`src/motor_config.svh`:
```
/* widths, timing and regulator constants for the motor speed channel
   included by the package and by every RTL file that sizes a signal */

`ifndef MOTOR_CONFIG_SVH
`define MOTOR_CONFIG_SVH

// ==================================================
// data path widths
// ==================================================
`define MC_COUNT_W          32      // signed encoder position
`define MC_SPEED_W          16      // speed and error, counts per window
`define MC_GAIN_W           17      // each of kp, ki, kd
`define MC_DUTY_W           8       // pwm period is 2**MC_DUTY_W cycles

// ==================================================
// timing
// ==================================================
`define MC_DEBOUNCE_CYCLES  8       // stable cycles before a line is accepted
`define MC_SAMPLE_CYCLES    250000  // 5 ms at 50 MHz

// ==================================================
// regulator
// ==================================================
// pid sum is scaled down by this shift before it becomes duty
`define MC_GAIN_SHIFT       8
`define MC_INTEG_LIMIT      4095    // symmetric integral clamp

`endif

```
`src/motor_pkg.sv`:
```
/* struct types shared by the motor channel RTL and its testbench
   compile before any module that names motor_pkg */

`default_nettype none

`include "motor_config.svh"

package motor_pkg;

	// encoder line pair, a is the msb
	typedef struct packed {
		logic a;
		logic b;
	} quad_t;

	// host command as it arrives on the req/ack port
	typedef struct packed {
		logic [7:0]            rpm;  // unsigned magnitude
		logic [1:0]            dir;  // 01 fwd, 11 rev, else stop
		logic [`MC_GAIN_W-1:0] kp;
		logic [`MC_GAIN_W-1:0] ki;
		logic [`MC_GAIN_W-1:0] kd;
	} ctrl_cmd_t;

	// captured command in the form the regulator uses
	typedef struct packed {
		logic signed [`MC_SPEED_W-1:0] setpoint;
		logic [`MC_GAIN_W-1:0]         kp;
		logic [`MC_GAIN_W-1:0]         ki;
		logic [`MC_GAIN_W-1:0]         kd;
	} ctrl_set_t;

	// bridge drive, duty plus direction pins
	typedef struct packed {
		logic [`MC_DUTY_W-1:0] duty;
		logic                  fwd;
		logic                  rev;
	} drive_t;

endpackage

`default_nettype wire

```
`src/quad_debounce.sv`:
```
/* two-flop synchronizer and stability filter for the encoder a/b pair
   the pair is filtered as one value so a and b never skew */

`default_nettype none
`timescale 1ns/1ps

`include "motor_config.svh"

module quad_debounce
(
	input  wire             fpga_clk_50,
	input  wire             hps_fpga_reset_n,
	input  motor_pkg::quad_t enc,        // raw pins
	output motor_pkg::quad_t enc_clean   // filtered pair
);
	import motor_pkg::*;

	localparam int DEB = `MC_DEBOUNCE_CYCLES;
	localparam int CW  = $clog2(DEB + 1);

	quad_t           sync_1, sync_2;   // metastability chain
	quad_t           sample_q;         // last raw sample
	logic [CW-1:0]   stable_cnt;       // cycles since last change

	// ==================================================
	// sync, stability count, output update
	// ==================================================
	always_ff @(posedge fpga_clk_50 or negedge hps_fpga_reset_n)
	begin
		if (!hps_fpga_reset_n)
		begin
			sync_1     <= '0;
			sync_2     <= '0;
			sample_q   <= '0;
			stable_cnt <= '0;
			enc_clean  <= '0;
		end
		else
		begin
			sync_1   <= enc;
			sync_2   <= sync_1;
			sample_q <= sync_2;
			if (sync_2 != sample_q)
				stable_cnt <= '0;                  // any edge restarts
			else if (stable_cnt != CW'(DEB))
				stable_cnt <= stable_cnt + 1'b1;   // saturates at DEB
			if (stable_cnt == CW'(DEB))
				enc_clean <= sample_q;             // held long enough
		end
	end

endmodule

`default_nettype wire

```
`src/quad_decoder.sv`:
```
/* x4 quadrature decoder on the debounced pair
   one count per gray step, sign from the step direction */

`default_nettype none
`timescale 1ns/1ps

`include "motor_config.svh"

module quad_decoder
(
	input  wire                             fpga_clk_50,
	input  wire                             hps_fpga_reset_n,
	input  motor_pkg::quad_t                enc_clean,
	output logic signed [`MC_COUNT_W-1:0]   count
);
	import motor_pkg::*;

	quad_t      prev;       // pair seen last cycle
	logic [3:0] step;       // {prev, current}
	logic       inc, dec;

	assign step = {prev, enc_clean};

	// gray step table
	// forward is 00 -> 01 -> 11 -> 10 -> 00
	always_comb
	begin
		inc = 1'b0;
		dec = 1'b0;
		case (step)
			4'b00_01, 4'b01_11, 4'b11_10, 4'b10_00:
				inc = 1'b1;
			4'b01_00, 4'b11_01, 4'b10_11, 4'b00_10:
				dec = 1'b1;
			default:
				;                   // no move or double jump
		endcase
	end

	// ==================================================
	// position register
	// ==================================================
	always_ff @(posedge fpga_clk_50 or negedge hps_fpga_reset_n)
	begin
		if (!hps_fpga_reset_n)
		begin
			prev  <= '0;
			count <= '0;
		end
		else
		begin
			prev <= enc_clean;
			if (inc)
				count <= count + 1'b1;
			else if (dec)
				count <= count - 1'b1;   // wraps, host sees signed
		end
	end

endmodule

`default_nettype wire

```
`src/speed_meter.sv`:
```
/* sample period timer and position difference per window
   speed is in encoder counts per sample period, sample_valid marks each update */

`default_nettype none
`timescale 1ns/1ps

`include "motor_config.svh"

module speed_meter
(
	input  wire                             fpga_clk_50,
	input  wire                             hps_fpga_reset_n,
	input  wire signed [`MC_COUNT_W-1:0]    count,
	output logic signed [`MC_SPEED_W-1:0]   speed,
	output logic                            sample_valid
);
	localparam int PERIOD = `MC_SAMPLE_CYCLES;
	localparam int PW     = $clog2(PERIOD);

	logic [PW-1:0]                  tick;      // period counter
	logic                           strobe;
	logic signed [`MC_COUNT_W-1:0]  snap;      // count at last strobe
	logic signed [`MC_COUNT_W-1:0]  delta;

	assign strobe = (tick == PW'(PERIOD - 1));
	assign delta  = count - snap;              // wraps cleanly on overflow

	// ==================================================
	// timer and window difference
	// ==================================================
	always_ff @(posedge fpga_clk_50 or negedge hps_fpga_reset_n)
	begin
		if (!hps_fpga_reset_n)
		begin
			tick         <= '0;
			snap         <= '0;
			speed        <= '0;
			sample_valid <= 1'b0;
		end
		else
		begin
			sample_valid <= strobe;   // lines up with the speed update
			if (strobe)
			begin
				tick  <= '0;
				snap  <= count;
				// keep low bits only
				speed <= delta[`MC_SPEED_W-1:0];
			end
			else
			begin
				tick <= tick + 1'b1;
			end
		end
	end

endmodule

`default_nettype wire

```
`src/cmd_port.sv`:
```
/* four-phase req/ack receiver for setpoint and gains
   host holds cmd with req high until ack, then drops req and waits for ack low */

`default_nettype none
`timescale 1ns/1ps

`include "motor_config.svh"

module cmd_port
(
	input  wire                   fpga_clk_50,
	input  wire                   hps_fpga_reset_n,
	input  wire                   cmd_req,
	input  motor_pkg::ctrl_cmd_t  cmd,
	output logic                  cmd_ack,
	output motor_pkg::ctrl_set_t  set
);
	import motor_pkg::*;

	localparam logic [1:0] DIR_FWD = 2'b01;
	localparam logic [1:0] DIR_REV = 2'b11;

	logic                          req_s1, req_s2;   // req synchronizer
	logic signed [`MC_SPEED_W-1:0] rpm_ext;
	ctrl_set_t                     set_n;

	// rpm is unsigned, zero extend before the sign is applied
	assign rpm_ext = $signed({{(`MC_SPEED_W - $bits(cmd.rpm)){1'b0}}, cmd.rpm});

	always_comb
	begin
		set_n.kp = cmd.kp;
		set_n.ki = cmd.ki;
		set_n.kd = cmd.kd;
		case (cmd.dir)
			DIR_FWD: set_n.setpoint = rpm_ext;
			DIR_REV: set_n.setpoint = -rpm_ext;
			default: set_n.setpoint = '0;     // 00 and 10 stop
		endcase
	end

	// ==================================================
	// handshake, ack follows synchronized req
	// ==================================================
	always_ff @(posedge fpga_clk_50 or negedge hps_fpga_reset_n)
	begin
		if (!hps_fpga_reset_n)
		begin
			req_s1  <= 1'b0;
			req_s2  <= 1'b0;
			cmd_ack <= 1'b0;
			set     <= '0;
		end
		else
		begin
			req_s1  <= cmd_req;
			req_s2  <= req_s1;
			cmd_ack <= req_s2;
			if (req_s2 && !cmd_ack)
				set <= set_n;                 // capture once per request
		end
	end

endmodule

`default_nettype wire

```
`src/pid_regulator.sv`:
```
/* discrete PID speed regulator, one step per sample_valid
   output is a duty magnitude and a direction pair for the bridge */

`default_nettype none
`timescale 1ns/1ps

`include "motor_config.svh"

module pid_regulator
(
	input  wire                             fpga_clk_50,
	input  wire                             hps_fpga_reset_n,
	input  motor_pkg::ctrl_set_t            set,
	input  wire signed [`MC_SPEED_W-1:0]    speed,
	input  wire                             sample_valid,
	output motor_pkg::drive_t               drive
);
	import motor_pkg::*;

	localparam int SW       = `MC_SPEED_W;
	localparam int ACC_W    = `MC_GAIN_W + SW + 4;          // room for three products
	localparam int LIM      = `MC_INTEG_LIMIT;
	localparam int DUTY_MAX = (1 << `MC_DUTY_W) - 1;

	// state across samples
	logic signed [SW-1:0]     integ;
	logic signed [SW-1:0]     err_q;

	// next step values
	logic signed [SW-1:0]     err_n;
	logic signed [SW:0]       integ_sum;
	logic signed [SW-1:0]     integ_n;
	logic signed [SW:0]       deriv_n;
	logic signed [ACC_W-1:0]  acc;
	logic signed [ACC_W-1:0]  u;
	logic [ACC_W-1:0]         u_mag;
	drive_t                   drive_n;

	// ==================================================
	// control law
	// ==================================================
	always_comb
	begin
		err_n     = $signed(set.setpoint) - speed;      // error kept at speed width
		integ_sum = integ + err_n;
		if (integ_sum > LIM)
			integ_n = SW'(LIM);
		else if (integ_sum < -LIM)
			integ_n = -SW'(LIM);
		else
			integ_n = integ_sum[SW-1:0];
		deriv_n   = err_n - err_q;

		// gains are unsigned, force a zero sign bit
		acc = $signed({1'b0, set.kp}) * err_n
			+ $signed({1'b0, set.ki}) * integ_n
			+ $signed({1'b0, set.kd}) * deriv_n;
		u   = acc >>> `MC_GAIN_SHIFT;

		u_mag = u[ACC_W-1] ? -u : u;
		if (u_mag > ACC_W'(DUTY_MAX))
			drive_n.duty = `MC_DUTY_W'(DUTY_MAX);        // saturate
		else
			drive_n.duty = u_mag[`MC_DUTY_W-1:0];
		drive_n.fwd = !u[ACC_W-1] && (u != '0);
		drive_n.rev = u[ACC_W-1];
	end

	// ==================================================
	// sample registers
	// ==================================================
	always_ff @(posedge fpga_clk_50 or negedge hps_fpga_reset_n)
	begin
		if (!hps_fpga_reset_n)
		begin
			integ <= '0;
			err_q <= '0;
			drive <= '0;
		end
		else if (sample_valid)
		begin
			integ <= integ_n;
			err_q <= err_n;
			drive <= drive_n;     // one cycle after the strobe
		end
	end

endmodule

`default_nettype wire

```
`src/pwm_driver.sv`:
```
/* fixed period PWM generator, period 2**MC_DUTY_W cycles
   duty is sampled only at the period start so each period is clean */

`default_nettype none
`timescale 1ns/1ps

`include "motor_config.svh"

module pwm_driver
(
	input  wire                fpga_clk_50,
	input  wire                hps_fpga_reset_n,
	input  motor_pkg::drive_t  drive,
	output logic               pwm
);
	logic [`MC_DUTY_W-1:0] cnt;        // free running
	logic [`MC_DUTY_W-1:0] duty_q;     // duty for current period
	logic                  wrap;

	assign wrap = &cnt;                // last cycle of the period

	// ==================================================
	// counter, duty latch, output flop
	// ==================================================
	always_ff @(posedge fpga_clk_50 or negedge hps_fpga_reset_n)
	begin
		if (!hps_fpga_reset_n)
		begin
			cnt    <= '0;
			duty_q <= '0;
			pwm    <= 1'b0;
		end
		else
		begin
			cnt <= cnt + 1'b1;
			if (wrap)
				duty_q <= drive.duty;   // new value as cnt goes to 0
			pwm <= (cnt < duty_q);      // duty high cycles per period, 0 stays low
		end
	end

endmodule

`default_nettype wire

```
`src/motor_channel.sv`:
```
/* one closed loop motor channel
   encoder in, host command port in, pwm and direction pins plus status out */

`default_nettype none
`timescale 1ns/1ps

`include "motor_config.svh"

module motor_channel
(
	input  wire                             fpga_clk_50,
	input  wire                             hps_fpga_reset_n,
	input  motor_pkg::quad_t                enc,
	input  wire                             cmd_req,
	input  motor_pkg::ctrl_cmd_t            cmd,
	output logic                            cmd_ack,
	output logic signed [`MC_COUNT_W-1:0]   count,
	output logic signed [`MC_SPEED_W-1:0]   speed,
	output logic [`MC_DUTY_W-1:0]           duty,
	output logic                            fwd,
	output logic                            rev,
	output logic                            pwm
);
	import motor_pkg::*;

	quad_t      enc_clean;
	logic       sample_valid;     // one cycle per window
	ctrl_set_t  set;
	drive_t     drive;

	// status and bridge direction pins
	assign duty = drive.duty;
	assign fwd  = drive.fwd;
	assign rev  = drive.rev;

	// ==================================================
	// measurement path
	// ==================================================
	quad_debounce u_quad_debounce (
		.fpga_clk_50 (fpga_clk_50), .hps_fpga_reset_n (hps_fpga_reset_n),
		.enc (enc), .enc_clean (enc_clean)
	);
	quad_decoder u_quad_decoder (
		.fpga_clk_50 (fpga_clk_50), .hps_fpga_reset_n (hps_fpga_reset_n),
		.enc_clean (enc_clean), .count (count)
	);
	speed_meter u_speed_meter (
		.fpga_clk_50 (fpga_clk_50), .hps_fpga_reset_n (hps_fpga_reset_n),
		.count (count), .speed (speed), .sample_valid (sample_valid)
	);

	// ==================================================
	// command, regulator, output stage
	// ==================================================
	cmd_port u_cmd_port (
		.fpga_clk_50 (fpga_clk_50), .hps_fpga_reset_n (hps_fpga_reset_n),
		.cmd_req (cmd_req), .cmd (cmd), .cmd_ack (cmd_ack), .set (set)
	);
	pid_regulator u_pid_regulator (
		.fpga_clk_50 (fpga_clk_50), .hps_fpga_reset_n (hps_fpga_reset_n),
		.set (set), .speed (speed), .sample_valid (sample_valid), .drive (drive)
	);
	pwm_driver u_pwm_driver (
		.fpga_clk_50 (fpga_clk_50), .hps_fpga_reset_n (hps_fpga_reset_n),
		.drive (drive), .pwm (pwm)
	);

endmodule

`default_nettype wire

```
`config.mk`:
```
export PLATFORM = sky130hd
export DESIGN_NAME = motor_channel
export DESIGN_NICKNAME = d
export VERILOG_FILES = /design/src/motor_pkg.sv /design/src/quad_debounce.sv /design/src/quad_decoder.sv /design/src/speed_meter.sv /design/src/cmd_port.sv /design/src/pid_regulator.sv /design/src/pwm_driver.sv /design/src/motor_channel.sv
export VERILOG_INCLUDE_DIRS = /design/src
export SDC_FILE = /design/constraint.sdc
export NUM_CORES = 2
export LEC_CHECK = 0
export ABC_AREA = 0
export BUFFER_PORTS_ARGS = -buffer_cell sky130_fd_sc_hd__buf_4
export CAP_MARGIN = 5
export CORE_MARGIN = 2
export CORE_UTILIZATION = 50
export CTS_CLUSTER_DIAMETER = 50
export DETAILED_ROUTE_END_ITERATION = 16
export HOLD_SLACK_MARGIN = 0.1
export PLACE_DENSITY = 0.76
export SLEW_MARGIN = 20
export SYNTH_ARGS = -nofsm -noshare
export SYNTH_HDL_FRONTEND = slang
export SYNTH_HIERARCHICAL = 1
export SYNTH_SLANG_ARGS = --single-unit
```
`constraint.sdc`:
```
create_clock -name fpga_clk_50 -period 26.9 [get_ports fpga_clk_50]
set_input_delay 5.38 -clock fpga_clk_50 [delete_from_list [all_inputs] [get_ports fpga_clk_50]]
set_output_delay 5.38 -clock fpga_clk_50 [all_outputs]
set_load 0.01 [all_outputs]
```
==> out/metrics.cfg <==
[floorplan]
dieArea_sq_mm = 0.08898
die_h_microns = 298.3
placementRows = 107
pin_count = 126
initial_utilization_pct = 50.62
fp.coreArea_sq_mm = 0.08555
dieWidth_microns = 298.3

[sta]
fmax_ghz = 0.06254
finalHoldViolations = 0
rsz0062_at_grt = no
setup_tns_ps = 0
layout_min_cycle_time_ps = 15990
post-route-period-util_pct = 59.44
maxSlewViolCount = 0
fin_skew_ps = 43.65
slew_headroom_pct = 19.55
finalSetupViolations = 0
worstMarginPinSlew_ps = 1205

[global_routing]
track_usage_pct = 27.24
antenna_found_initial = 3
grt-busiest-layer = met2
gr-usage-met1_pct = 35.30
grt_first_pass_wirelength_microns = 190300
grt_start_max_net_pins = 153
gr-usage-met3_pct = 5.258
use_met2_pct = 44.38
grt_pass1_vias = 35231
overflow = 0

[final_layout]
diodes = 0
drive_above_1_share_pct = 6.979
design_area_sq_mm = 0.04682
layout.cells.non_filler = 6116
finish.net_count = 6194
area_delta_synth_final_pct = 8.110

[critical_path]
slowest_delay_ps = 690
r2r-end = u_pid_regulator/drive[9]$_DFFE_PN0P_
reg2reg_from = u_speed_meter/speed[0]$_DFFE_PN0P_
worst_path_dominant_cell_family = adder cells
worst-path-buf-inv = 8
crit_path_max_fanout = 22
endpoint_kind = flip-flop
crit_required_ps = 27330
r2r_cells = 53
arrival_ps = 16420
r2r_setup_slack_ps = 10910
crit_path_frequent_cell = fa_1
crit_path_start = u_speed_meter/speed[0]$_DFFE_PN0P_
worst_setup_path_start_kind = flip-flop
slowest_stage = a2111oi_0
criticalPathCategory = reg -> reg

[routing]
vias = 33527
finalWirelength_microns = 117700
wire_per_inst_microns = 19.25
viasPerCell = 5.482
first_pass_iters = 7
antenna_left = 0
drcViolationCount = 0
drtIter0Drc = 2403

[logic_synthesis]
yosysWarnings = 6
avgSynthCellArea_sq_um = 8.834
synth_cell_types = 111
synth_edf_count = 0
synthArstFlopShare_pct = 100.0
synth-seq-cells = 225
ys_dominant_reg_cell = dfrtp_1
netlist_instances = 4902
netlist_top_cells_area = fa_1, dfrtp_1, ha_1, inv_1, nand2_1
syn-num-nets = 6156
netlist.area_leader.share_pct = 35.78
synth_top_area_cell = fa_1
syn_area_sq_mm = 0.04331
seq_area_frac_synth_pct = 13.00

[clock_tree]
insertion_delay_ps = 610
clk_pin_slew_ps = 60
post_cts_buffers = 0
hold_buffers = 0
cts_tree = yes
numCtsBuffers = 40
clock-sinks = 225
cts_resized = 0
root_buffer = clkbuf_16
htreeDepth = 2
clockBufferDepth = 3

[run]
cap_violations = 0

[placement]
post-dp-hpwl_microns = 96490
dpl_cell_area_sq_mm = 0.04538
gp_congestion = 0.9835
io_buffers = 125
place_inst = 6041

[worst_hold_path]
hold_depth = 0
hold-path-endpoint = u_cmd_port/req_s2$_DFF_PN0_
hp-class = reg -> reg
min_from = u_cmd_port/req_s1$_DFF_PN0_

[outcome]
status = complete, no violations

-- cells by family after synthesis --
| family | share of synthesized area (%) |
|---|---|
| adders and majority gates | 47.74 |
| xor gates and xnor gates | 2.762 |
| DFF | 13.00 |
| muxes | 0.7107 |
| and+or+nand+nor | 16.97 |
| AOI/OAI and AO/OA | 8.176 |
| buffers and inverters | 10.64 |
-- per-layer routing --
layer / vias to the layer above / routed length, microns
li1: 15150 / -
met1: 16875 / 47300
met2: 1232 / 55140
met3: 268 / 8993
met4: 2 / 6256
met5: - / 13
-- cell usage in the layout, fill, tap and decap left out, types with 7 or more instances in the layout --
master     count
o31ai_1       10
fa_1         774
nor3_1        31
clkbuf_16     40
a21o_1        32
inv_1       1034
nand3_1       44
or3_1         13
nor2_1       263
nor2b_1       75
buf_4        162
o22ai_1        9
a211oi_1      18
o21a_1        20
nand2b_1      43
o21ai_1        8
mux2_2        14
and3_1        20
mux2i_1       12
a31oi_1       16
dfrtp_1      224
a21boi_0      12
xor2_1        59
or2_2         16
a31o_2         8
o22a_1        11
o21ai_2       14
nand4_1       19
and2_1       183
xnor2_1       65
a211o_1        7
o21ai_0      113
o211ai_1      18
nand2_1      806
o21bai_1       9
inv_6         10
ha_1         414
a21oi_1      163
-- cell usage after synthesis (all sizes together), types with 20 or more instances --
cell type / instances
nand2b: 44
nor2: 267
fa: 774
buf: 47
a21oi: 166
nand2: 806
nor3: 36
nor2b: 77
o21ai: 135
dfrtp: 225
and3: 21
and2: 185
o211ai: 20
ha: 414
xnor2: 73
inv: 1035
nand3: 46
a211oi: 20
o21a: 20
xor2: 61
a21o: 32
clkbuf: 122
-- worst max path at each step --
| stage | endpoint | depth (start not counted) |
|---|---|---|
| 2_1_floorplan | u_pid_regulator/drive[2]$_DFFE_PN0P_ | 55 |
| 5_1_grt | u_pid_regulator/drive[4]$_DFFE_PN0P_ | 53 |
| 3_5_place_dp | u_pid_regulator/drive[4]$_DFFE_PN0P_ | 53 |
| 4_1_cts | u_pid_regulator/drive[9]$_DFFE_PN0P_ | 53 |
| 6_report | u_pid_regulator/drive[9]$_DFFE_PN0P_ | 53 |
| 3_3_place_gp | u_pid_regulator/drive[2]$_DFFE_PN0P_ | 53 |
-- cell type report --
cell class | count | area [sq um]
sequential | 225 | 5632
tap | 1144 | 1431
multi-input combinational | 3473 | 33210
clock inverter | 28 | 349.1
timing repair buffer | 165 | 1279
clock buffer | 46 | 1033
fill | 7533 | 38730
inverter | 1035 | 3885
-- state kept, by name, indices dropped and copies added (netlist names), 4 cells and up --
register	count
u_speed_meter/tick	18
u_quad_debounce/stable_cnt	4
u_pwm_driver/duty_q	8
u_pid_regulator/drive	10
u_pid_regulator/err_q	16
u_speed_meter/speed	16
u_speed_meter/snap	16
u_pid_regulator/integ	16
u_quad_decoder/count	32
u_cmd_port/set	66
u_pwm_driver/cnt	8
-- stage by stage --
step                util [%]  setup WS, ps  hold WS [ps]
floorplan                  -         12650         331.2
global placement       53.05         11130         332.6
detailed placement     53.05         10800         334.7
CTS                    54.67         10640         343.6
global route           54.73          9665         357.4
finish                 54.73         10910         338.4
Power is left out: the tool's default activity adds up to more than one toggle a clock period on the data nets, which glitch-free logic cannot reach.
